<file path="config.mk">
export PLATFORM = sky130hd
export DESIGN_NAME = mac_unit_top
export DESIGN_NICKNAME = d
export VERILOG_FILES = /design/src/source/mac_ops_pkg.sv /design/src/source/mul_types_pkg.sv /design/src/source/mac_accumulator.sv /design/src/source/mac_unit_top.sv /design/src/source/partial_product_gen.sv /design/src/source/product_reduce.sv
export SDC_FILE = /design/constraint.sdc
export NUM_CORES = 1
export LEC_CHECK = 0
export BUFFER_PORTS_ARGS = -buffer_cell sky130_fd_sc_hd__buf_2
export CAP_MARGIN = 20
export CELL_PAD_IN_SITES_DETAIL_PLACEMENT = 1
export CELL_PAD_IN_SITES_GLOBAL_PLACEMENT = 1
export CORE_MARGIN = 3
export CORE_UTILIZATION = 30
export DETAILED_ROUTE_END_ITERATION = 7
export PLACE_DENSITY = 0.66
export SETUP_SLACK_MARGIN = 0.02
export SLEW_MARGIN = 10
export SYNTH_ARGS = -nofsm -noshare
export SYNTH_HDL_FRONTEND = slang
export SYNTH_SLANG_ARGS = --single-unit
export TNS_END_PERCENT = 5
</file>
<file path="constraint.sdc">
create_clock -name clk -period 8.2 [get_ports clk]
set_input_delay 1.64 -clock clk [delete_from_list [all_inputs] [get_ports clk]]
set_output_delay 1.64 -clock clk [all_outputs]
set_load 0.1 [all_outputs]
</file>
<file path="src/source/mac_ops_pkg.sv">
// Opcode encoding and opcode helpers for the accumulate control
package mac_ops_pkg;

    typedef enum logic [1:0] {
        OP_NOP   = 2'b00,
        OP_MUL   = 2'b01,
        OP_MAC   = 2'b10,
        OP_CLEAR = 2'b11
    } mac_op_e;

    // Every real operation returns a result
    function automatic bit op_has_result(input mac_op_e op);
        return op != OP_NOP;
    endfunction

    // Opcodes that change the accumulator contents
    function automatic bit op_writes_acc(input mac_op_e op);
        return (op == OP_MAC) || (op == OP_CLEAR);
    endfunction

endpackage

</file>
<file path="src/source/mul_types_pkg.sv">
// Width defaults and product sizing for the tree multiplier datapath
package mul_types_pkg;

    // Operand width, power of two and at least 4
    localparam int OPERAND_W = 8;

    // Accumulator width, at least twice the operand width
    localparam int ACC_W = 20;

    // Unsigned product of two operand_w-bit values needs twice the width
    function automatic int product_width(input int operand_w);
        return 2 * operand_w;
    endfunction

endpackage

</file>
<file path="src/source/mac_accumulator.sv">
// Stage 3: opcode decode, wrapping accumulator, result and overflow registers
`timescale 1ns/1ps

module mac_accumulator #(
    parameter int OPERAND_W = mul_types_pkg::OPERAND_W,
    parameter int ACC_W     = mul_types_pkg::ACC_W
) (
    input  logic                 clk,
    input  logic                 arst_n,
    input  logic                 s2_valid,
    input  mac_ops_pkg::mac_op_e s2_op,
    input  logic [mul_types_pkg::product_width(OPERAND_W)-1:0] s2_product,
    output logic                 result_valid,
    output logic [ACC_W-1:0]     result,
    output logic                 overflow
);

    import mac_ops_pkg::*;

    logic [ACC_W-1:0] acc_q;
    logic [ACC_W-1:0] acc_next;
    logic [ACC_W-1:0] prod_ext;
    logic [ACC_W:0]   mac_sum;
    logic [ACC_W-1:0] res_next;
    logic             ovf_next;
    logic             has_result;

    assign prod_ext   = ACC_W'(s2_product);
    // Extra top bit catches the carry out of the accumulator
    assign mac_sum    = {1'b0, acc_q} + {1'b0, prod_ext};
    assign has_result = s2_valid && op_has_result(s2_op);

    always_comb begin
        acc_next = acc_q;
        res_next = '0;
        ovf_next = 1'b0;
        if (s2_valid) begin
            case (s2_op)
                OP_MUL: begin
                    res_next = prod_ext;
                end
                OP_MAC: begin
                    acc_next = mac_sum[ACC_W-1:0];
                    res_next = mac_sum[ACC_W-1:0];
                    ovf_next = mac_sum[ACC_W];
                end
                OP_CLEAR: begin
                    acc_next = '0;
                end
                default: begin
                    // No-op leaves everything alone
                end
            endcase
        end
    end

    always_ff @(posedge clk or negedge arst_n) begin
        if (!arst_n) begin
            acc_q        <= '0;
            result_valid <= 1'b0;
            overflow     <= 1'b0;
        end else begin
            if (s2_valid && op_writes_acc(s2_op)) begin
                acc_q <= acc_next;
            end
            result_valid <= has_result;
            overflow     <= ovf_next;
        end
    end

    always_ff @(posedge clk) begin
        if (has_result) begin
            result <= res_next;
        end
    end

    // A wrap leaves the new sum below the accumulator it started from
    a_overflow_with_valid: assert property (
        @(posedge clk) disable iff (!arst_n)
        overflow |-> (result_valid && (result < $past(acc_q)))
    ) else $error("overflow raised without a result strobe or a wrapped sum");

endmodule

</file>
<file path="src/source/mac_unit_top.sv">
// Pipelined multiply-accumulate unit, three registered stages
`timescale 1ns/1ps

module mac_unit_top #(
    parameter int OPERAND_W = mul_types_pkg::OPERAND_W,
    parameter int ACC_W     = mul_types_pkg::ACC_W
) (
    input  logic                 clk,
    input  logic                 arst_n,
    input  logic                 in_valid,
    input  mac_ops_pkg::mac_op_e op,
    input  logic [OPERAND_W-1:0] a,
    input  logic [OPERAND_W-1:0] b,
    output logic                 result_valid,
    output logic [ACC_W-1:0]     result,
    output logic                 overflow
);

    import mul_types_pkg::*;
    import mac_ops_pkg::*;

    localparam int PROD_W = product_width(OPERAND_W);

    logic                              s1_valid;
    mac_op_e                           s1_op;
    logic [OPERAND_W/2-1:0][PROD_W-1:0] s1_rows;

    logic                              s2_valid;
    mac_op_e                           s2_op;
    logic [PROD_W-1:0]                 s2_product;

    partial_product_gen #(
        .OPERAND_W (OPERAND_W)
    ) u_partial_product_gen (
        .clk      (clk),
        .arst_n   (arst_n),
        .in_valid (in_valid),
        .op       (op),
        .a        (a),
        .b        (b),
        .s1_valid (s1_valid),
        .s1_op    (s1_op),
        .s1_rows  (s1_rows)
    );

    product_reduce #(
        .OPERAND_W (OPERAND_W)
    ) u_product_reduce (
        .clk        (clk),
        .arst_n     (arst_n),
        .s1_valid   (s1_valid),
        .s1_op      (s1_op),
        .s1_rows    (s1_rows),
        .s2_valid   (s2_valid),
        .s2_op      (s2_op),
        .s2_product (s2_product)
    );

    mac_accumulator #(
        .OPERAND_W (OPERAND_W),
        .ACC_W     (ACC_W)
    ) u_mac_accumulator (
        .clk          (clk),
        .arst_n       (arst_n),
        .s2_valid     (s2_valid),
        .s2_op        (s2_op),
        .s2_product   (s2_product),
        .result_valid (result_valid),
        .result       (result),
        .overflow     (overflow)
    );

endmodule

</file>
<file path="src/source/partial_product_gen.sv">
// Stage 1: aligned partial products, first pairwise addition, row registers
`timescale 1ns/1ps

module partial_product_gen #(
    parameter int OPERAND_W = mul_types_pkg::OPERAND_W
) (
    input  logic                 clk,
    input  logic                 arst_n,
    input  logic                 in_valid,
    input  mac_ops_pkg::mac_op_e op,
    input  logic [OPERAND_W-1:0] a,
    input  logic [OPERAND_W-1:0] b,
    output logic                 s1_valid,
    output mac_ops_pkg::mac_op_e s1_op,
    output logic [OPERAND_W/2-1:0][mul_types_pkg::product_width(OPERAND_W)-1:0] s1_rows
);

    import mul_types_pkg::*;
    import mac_ops_pkg::*;

    localparam int PROD_W = product_width(OPERAND_W);
    localparam int ROWS   = OPERAND_W / 2;

    logic [OPERAND_W-1:0][PROD_W-1:0] pp;
    logic [ROWS-1:0][PROD_W-1:0]      rows_next;

    // One partial product per bit of b, moved up to that bit's weight
    always_comb begin
        for (int i = 0; i < OPERAND_W; i++) begin
            pp[i] = b[i] ? (PROD_W'(a) << i) : '0;
        end
    end

    // First adder level, neighbours summed in pairs
    always_comb begin
        for (int k = 0; k < ROWS; k++) begin
            rows_next[k] = pp[2*k] + pp[2*k+1];
        end
    end

    always_ff @(posedge clk or negedge arst_n) begin
        if (!arst_n) begin
            s1_valid <= 1'b0;
            s1_op    <= OP_NOP;
        end else begin
            s1_valid <= in_valid;
            // Idle cycles travel as no-ops
            s1_op    <= in_valid ? op : OP_NOP;
        end
    end

    always_ff @(posedge clk) begin
        s1_rows <= rows_next;
    end

    a_s1_valid_known: assert property (
        @(posedge clk) disable iff (!arst_n) !$isunknown(s1_valid)
    ) else $error("s1_valid is unknown after reset");

endmodule

</file>
<file path="src/source/product_reduce.sv">
// Stage 2: adder tree that folds the stage 1 rows into one product
`timescale 1ns/1ps

module product_reduce #(
    parameter int OPERAND_W = mul_types_pkg::OPERAND_W
) (
    input  logic                 clk,
    input  logic                 arst_n,
    input  logic                 s1_valid,
    input  mac_ops_pkg::mac_op_e s1_op,
    input  logic [OPERAND_W/2-1:0][mul_types_pkg::product_width(OPERAND_W)-1:0] s1_rows,
    output logic                 s2_valid,
    output mac_ops_pkg::mac_op_e s2_op,
    output logic [mul_types_pkg::product_width(OPERAND_W)-1:0] s2_product
);

    import mul_types_pkg::*;
    import mac_ops_pkg::*;

    localparam int PROD_W = product_width(OPERAND_W);
    localparam int ROWS   = OPERAND_W / 2;
    localparam int LEVELS = $clog2(ROWS);

    // Largest product of two full-scale operands
    localparam logic [PROD_W-1:0] MAX_OPERAND = PROD_W'({OPERAND_W{1'b1}});
    localparam logic [PROD_W-1:0] MAX_PRODUCT = MAX_OPERAND * MAX_OPERAND;

    // Heap-ordered tree, root at 0 and the rows as leaves
    logic [PROD_W-1:0] node [2*ROWS-1];

    genvar lvl, n;
    generate
        for (n = 0; n < ROWS; n++) begin : g_leaf
            assign node[ROWS-1+n] = s1_rows[n];
        end
        for (lvl = 0; lvl < LEVELS; lvl++) begin : g_level
            for (n = 0; n < (1 << lvl); n++) begin : g_node
                localparam int IDX = (1 << lvl) - 1 + n;
                assign node[IDX] = node[2*IDX+1] + node[2*IDX+2];
            end
        end
    endgenerate

    always_ff @(posedge clk or negedge arst_n) begin
        if (!arst_n) begin
            s2_valid <= 1'b0;
            s2_op    <= OP_NOP;
        end else begin
            s2_valid <= s1_valid;
            s2_op    <= s1_op;
        end
    end

    always_ff @(posedge clk) begin
        s2_product <= node[0];
    end

    // Tree output stays in range for any operand pair from stage 1
    a_product_in_range: assert property (
        @(posedge clk) disable iff (!arst_n) s2_valid |-> (s2_product <= MAX_PRODUCT)
    ) else $error("product above the largest operand product");

endmodule

</file>
# == Yosys cells after proc, flatten, opt, wreduce, memory -nomap -nowiden ==
# Cells that the tools add are included.
# word_totals
regBits,128
latchBits,0
mem_bits_rw,0
mem_bits_ro,0
input_bits,21
out_inout_bits,22
word_cells,43
memories,0
# op_classes
n_addsub,8
mul,0
div_mod_pow,0
n_lt_le_gt_ge,0
eq_ne,3
shift,0
n_mux,13
n_bitwise,0
n_reduce_logical,6
# op_table
op,n
16-bit adder,7
20-bit case mux with 2 select lines,2
20-bit by 16-bit adder with 21-bit output,1
15-bit 2-to-1 mux,1
14-bit 2-to-1 mux,1
13-bit 2-to-1 mux,1
12-bit 2-to-1 mux,1
11-bit 2-to-1 mux,1
10-bit 2-to-1 mux,1
9-bit 2-to-1 mux,1
8-bit 2-to-1 mux,1
"2-bit == test, second input constant",2
2-bit nonzero test,2
3-bit AND reduction,1
"2-bit by 1-bit == test with 1-bit output, second input constant",1
1-bit logical AND,2
1-bit 2-to-1 mux,2
2-bit 2-to-1 mux,1
1-bit logical OR,1

# == Logic depth before layout (Yosys ltp) ==
# logic_depth
word_depth,4
depth_mapped,13
mapped_depth_nobuf,13

# == Modules after synthesis ==
# From an unflattened synthesis, not the netlist that was laid out.
# unflattened
cells_unflattened,761
area_unflattened_um2,7219.4
# by_module_without_submodules
module,n_inst,cells_per_inst,area_each_um2,seq_area_each_um2
partial_product_gen,1,293,2630.0,875.8
mac_accumulator,1,250,2601.2,1151.1
product_reduce,1,218,1988.2,395.4

# == Least setup slack after synthesis ==
# Ideal clock, no wire load.
# synth_path
path_type,input -> register
start,input port b[7]
end,register u_partial_product_gen.s1_rows[61] (netlist name)
setup_ps,118
arrival_ps,2991
t_required_ps,8082
slack_ps,5091
path_stages,10
n_path_buf,0
cell_sequence,and2_1 -> ha_1 -> inv_1 -> fa_1 -> nor2b_1 -> o21ai_0 -> a21boi_1 -> o21a_1 -> nor2_1 -> xnor2_1
# synth_lines
item,line,rtl
"start, declared",mac_unit_top.sv:13,"input logic [OPERAND_W-1:0] b,"
"end signal, assigned",partial_product_gen.sv:53,s1_rows <= rows_next;
"end, declared",partial_product_gen.sv:15,output logic [OPERAND_W/2-1:0][mul_types_pkg::product_width(OPERAND_W)-1:0] s1_rows

==> results.txt <==
The flow ran to the end, and the final reports show no timing, DRC or antenna violations. For this design the ratio of total power to cell area is 298 nW/um2. The first detailed-routing pass took 4 iterations.

Measured against its own limit, the worst slew margin works out to 50.4%. The critical path is of the in2reg type. The remaining global-route overflow came out at 0. The achievable clock frequency is 317 MHz.

The number of nets in the final layout is 821. The number of global-route vias before repair came to 4867. The total negative slack for setup checks came out at 0 ps. The share of synthesized registers carrying an async set or reset is 26.9%. The count of pins over their slew limit came out at 0. The synthesized net count is 778. The max-capacitance violation count came out at 0. The average via count per standard cell came out at 4.81. The overall via count from detail_route is 4745. The transition at the pin with the smallest max-transition slack is 743 ps. The part of the Yosys area used for sequential elements came out at 37.7%. Dividing the detail-routed wire length by the instance count gives 14.8 um. The remaining antenna violation count after routing came out at 0.

The number of buffers between clock root and the deepest sink came out at 2. The standard cell core area came out at 20600 um2. Across the routed clock network, the largest skew measured is 11.4 ps.

The aggregate global-route resource usage came out at 12.9%. The site row count is 52. The count of warnings emitted by yosys is 0.

0 antenna diodes ended up in the layout. The fraction of the core area covered by cells at the end of the flow is 35.2%. For this design, the slowest cell found on the critical path is sky130_fd_sc_hd__fa_1. The routability congestion estimate from global placement came out at 0.862.

The largest stage delay on the critical path came out at 390 ps. The most instantiated flip-flop cell in the synthesis netlist is sky130_fd_sc_hd__dfxtp_1. In the routed design, unresolved DRC markers number 0. Of all nets on the critical path, the largest fanout is 8. The post-CTS clock slew at the launch and capture registers of the worst setup and hold paths came out at 70 ps. Traced cell by cell, the critical path runs through buf_2 -> and2_1 -> ha_1 -> inv_1 -> fa_1 -> nor2b_1 -> o21ai_0 -> a21boi_1 -> o21a_1 -> o21ai_0 -> a21oi_1. The worst setup path is captured at a flop. After technology mapping, the gate count stands at 668. The flip-flop and latch count after synthesis came out at 104. The required time of the critical path is 8480 ps. The latest clock arrival within the worst-skew pair came out at 350 ps. Summing every instance area after synthesis gives 6420 um2. The TritonCTS buffer count came out at 9. In this run, the number of DRC markers left after iteration 0 of detailed routing was 152. The tree built by TritonCTS fans out to 104 sinks. The TritonCTS clock tree is built. The arrival time of the worst setup path came out at 3440 ps. The hold violation count in the final report is 0. The count of input and output buffers is 42. The post-cts sizing count came out at 0. Subtracting the final worst setup slack from the clock period gives 3160 ps. The class of the worst hold path is reg2reg. In the layout the commonest cells are sky130_fd_sc_hd__inv_1, sky130_fd_sc_hd__ha_1, sky130_fd_sc_hd__and2_1.

The worst ir drop on vdd is 0.122 mV. The full die area came out at 23200 um2. Once the floorplan was initialized, standard cells occupied 31.1% of the core. Entering global routing, the biggest net connects 30 pins.

In this run the horizontal extent of the chip is 152 um. The number of buffers inserted for hold repair after clock tree synthesis is 0. The total length of routed wires came out at 14600 um.

The final worst-path cycle share came out at 38.5%. Compared with the post-synthesis result, the final layout area differs by 13.2%. Setup repair after global routing left no endpoint under its margin.

Dividing the synthesized area by the synthesized cell count gives 9.61 um2. In this run, distinct cell masters in the synthesized netlist total 51. The synthesized design contains 20 enable-type register cells. The worst setup path is launched from a primary input. The global-route wire length before repair came out at 24400 um. The root buffer selected by CTS is sky130_fd_sc_hd__clkbuf_16.

The cell that appears most often on the critical path is sky130_fd_sc_hd__o21ai_0. The total I/O pin count is 43. The total leakage power came out at 3.34 nW. The number of antenna violations at the first check in global routing came to 0. The floorplan step set the die height to 152 um. The post-detailed-placement half-perimeter wirelength came out at 11500 um. The fraction of layout cells with a size suffix above 1 came out at 9.64%.

The final number of setup-violating endpoints came out at 0. The H-tree generated during clock tree synthesis spans 3 levels. The total power came out at 2.16 mW. The number of setup buffers added after CTS is 0.
-- per-layer routing --
metal / vias to the layer above / GRT usage [%] / wire [um]
li1: 2398 / - / -
met3: 14 / 2.93 / 446
met4: 0 / 3.00 / 170
met5: - / 0 / 0
met2: 51 / 21.9 / 6800
met1: 2282 / 16.7 / 7150
-- area by class of cell --
cell class,count,area [um2]
multi-input combinational,480,3680
tap,270,338
fill,2430,13400
timing repair buffer,45,240
clock buffer,12,268
sequential,104,2420
inverter,71,267
clock inverter,4,48.8
-- metrics by stage --
| step | setup slack [ps] | cell area, um2 | std cells | hold slack, ps |
|---|---|---|---|---|
| 3_3_place_gp | 4670 | 6940 | 969 | 311 |
| 2_1_floorplan | 5090 | 6420 | 668 | 310 |
| 3_5_place_dp | 4650 | 6940 | 969 | 314 |
| 4_1_cts | 5020 | 7250 | 985 | 328 |
| 6_report | 5040 | 7270 | 986 | 326 |
| 5_1_grt | 4850 | 7270 | 986 | 334 |
-- kinds of logic after synthesis --
kind of cell    share of synthesized area (%)
compound gates                           16.8
xor+xnor                                 5.19
fa+ha+maj                                19.5
buf+inv                                  4.95
flops                                    37.7
simple gates                             15.8
-- cell usage after synthesis, types with 4 or more instances --
cell / instances / area share (%)
sky130_fd_sc_hd__a22o_1: 19 / 2.6
sky130_fd_sc_hd__nor2_1: 36 / 2.1
sky130_fd_sc_hd__xor2_1: 12 / 1.6
sky130_fd_sc_hd__o21ai_0: 20 / 1.6
sky130_fd_sc_hd__o21ai_1: 10 / 0.78
sky130_fd_sc_hd__a31oi_1: 9 / 0.88
sky130_fd_sc_hd__nand2b_1: 4 / 0.39
sky130_fd_sc_hd__o41ai_1: 7 / 0.96
sky130_fd_sc_hd__edfxtp_1: 20 / 9.4
sky130_fd_sc_hd__o21a_1: 10 / 1.2
sky130_fd_sc_hd__nor3_1: 14 / 1.1
sky130_fd_sc_hd__a21oi_1: 31 / 2.4
sky130_fd_sc_hd__nand3_1: 14 / 1.1
sky130_fd_sc_hd__and3_1: 9 / 0.88
sky130_fd_sc_hd__o31ai_1: 6 / 0.70
sky130_fd_sc_hd__dfxtp_1: 56 / 17
sky130_fd_sc_hd__inv_1: 71 / 4.2
sky130_fd_sc_hd__dfrtp_1: 28 / 11
sky130_fd_sc_hd__ha_1: 71 / 14
sky130_fd_sc_hd__nand4_1: 4 / 0.39
sky130_fd_sc_hd__fa_1: 18 / 5.6
sky130_fd_sc_hd__nand2_1: 45 / 2.6
sky130_fd_sc_hd__clkbuf_1: 11 / 0.64
sky130_fd_sc_hd__a21o_1: 13 / 1.5
sky130_fd_sc_hd__nor2b_1: 7 / 0.68
sky130_fd_sc_hd__xnor2_1: 26 / 3.5
sky130_fd_sc_hd__and2_1: 57 / 5.6
sky130_fd_sc_hd__a21boi_1: 8 / 0.94
-- power by group --
| part | internal, mW | total, mW | switching, mW |
|---|---|---|---|
| clock network | 0.264 | 0.451 | 0.187 |
| logic | 0.404 | 1.02 | 0.612 |
| registers | 0.632 | 0.698 | 0.0664 |
| total | 1.30 | 2.16 | 0.865 |
-- critical path: cells and delay by family --
kind                     cells  cell delay [ps]
AO/OA/AOI/OAI                5              700
adder cells (fa/ha/maj)      2              580
AND/OR/NAND/NOR              2              290
buffers and inverters        2              220
-- sequential cells by signal (all words and copies together) (netlist names) --
name and flops:
u_product_reduce.s2_valid 1, u_mac_accumulator.result_valid 1, u_product_reduce.s2_product 16, u_mac_accumulator.acc_q 20, u_mac_accumulator.result 20, u_product_reduce.s2_op 2, u_mac_accumulator.overflow 1, u_partial_product_gen.s1_valid 1
u_partial_product_gen.s1_op 2, u_partial_product_gen.s1_rows 40
-- worst paths after layout --
kind | from | endpoint | slack [ps] | cells past startpoint
max reg2reg | u_partial_product_gen.s1_rows[4] | u_product_reduce.s2_product[14] | 5310 | 13
min in group asynchronous | arst_n | u_mac_accumulator.result_valid | 1340 | 1
min | u_partial_product_gen.s1_rows[1] | u_product_reduce.s2_product[1] | 330 | 0
min reg2reg | u_partial_product_gen.s1_rows[1] | u_product_reduce.s2_product[1] | 330 | 0
max in group asynchronous | arst_n | u_product_reduce.s2_op[0] | 6390 | 1
max | a[1] | u_partial_product_gen.s1_rows[45] | 5040 | 11
No activity file was read; power rests on OpenSTA's default activity.
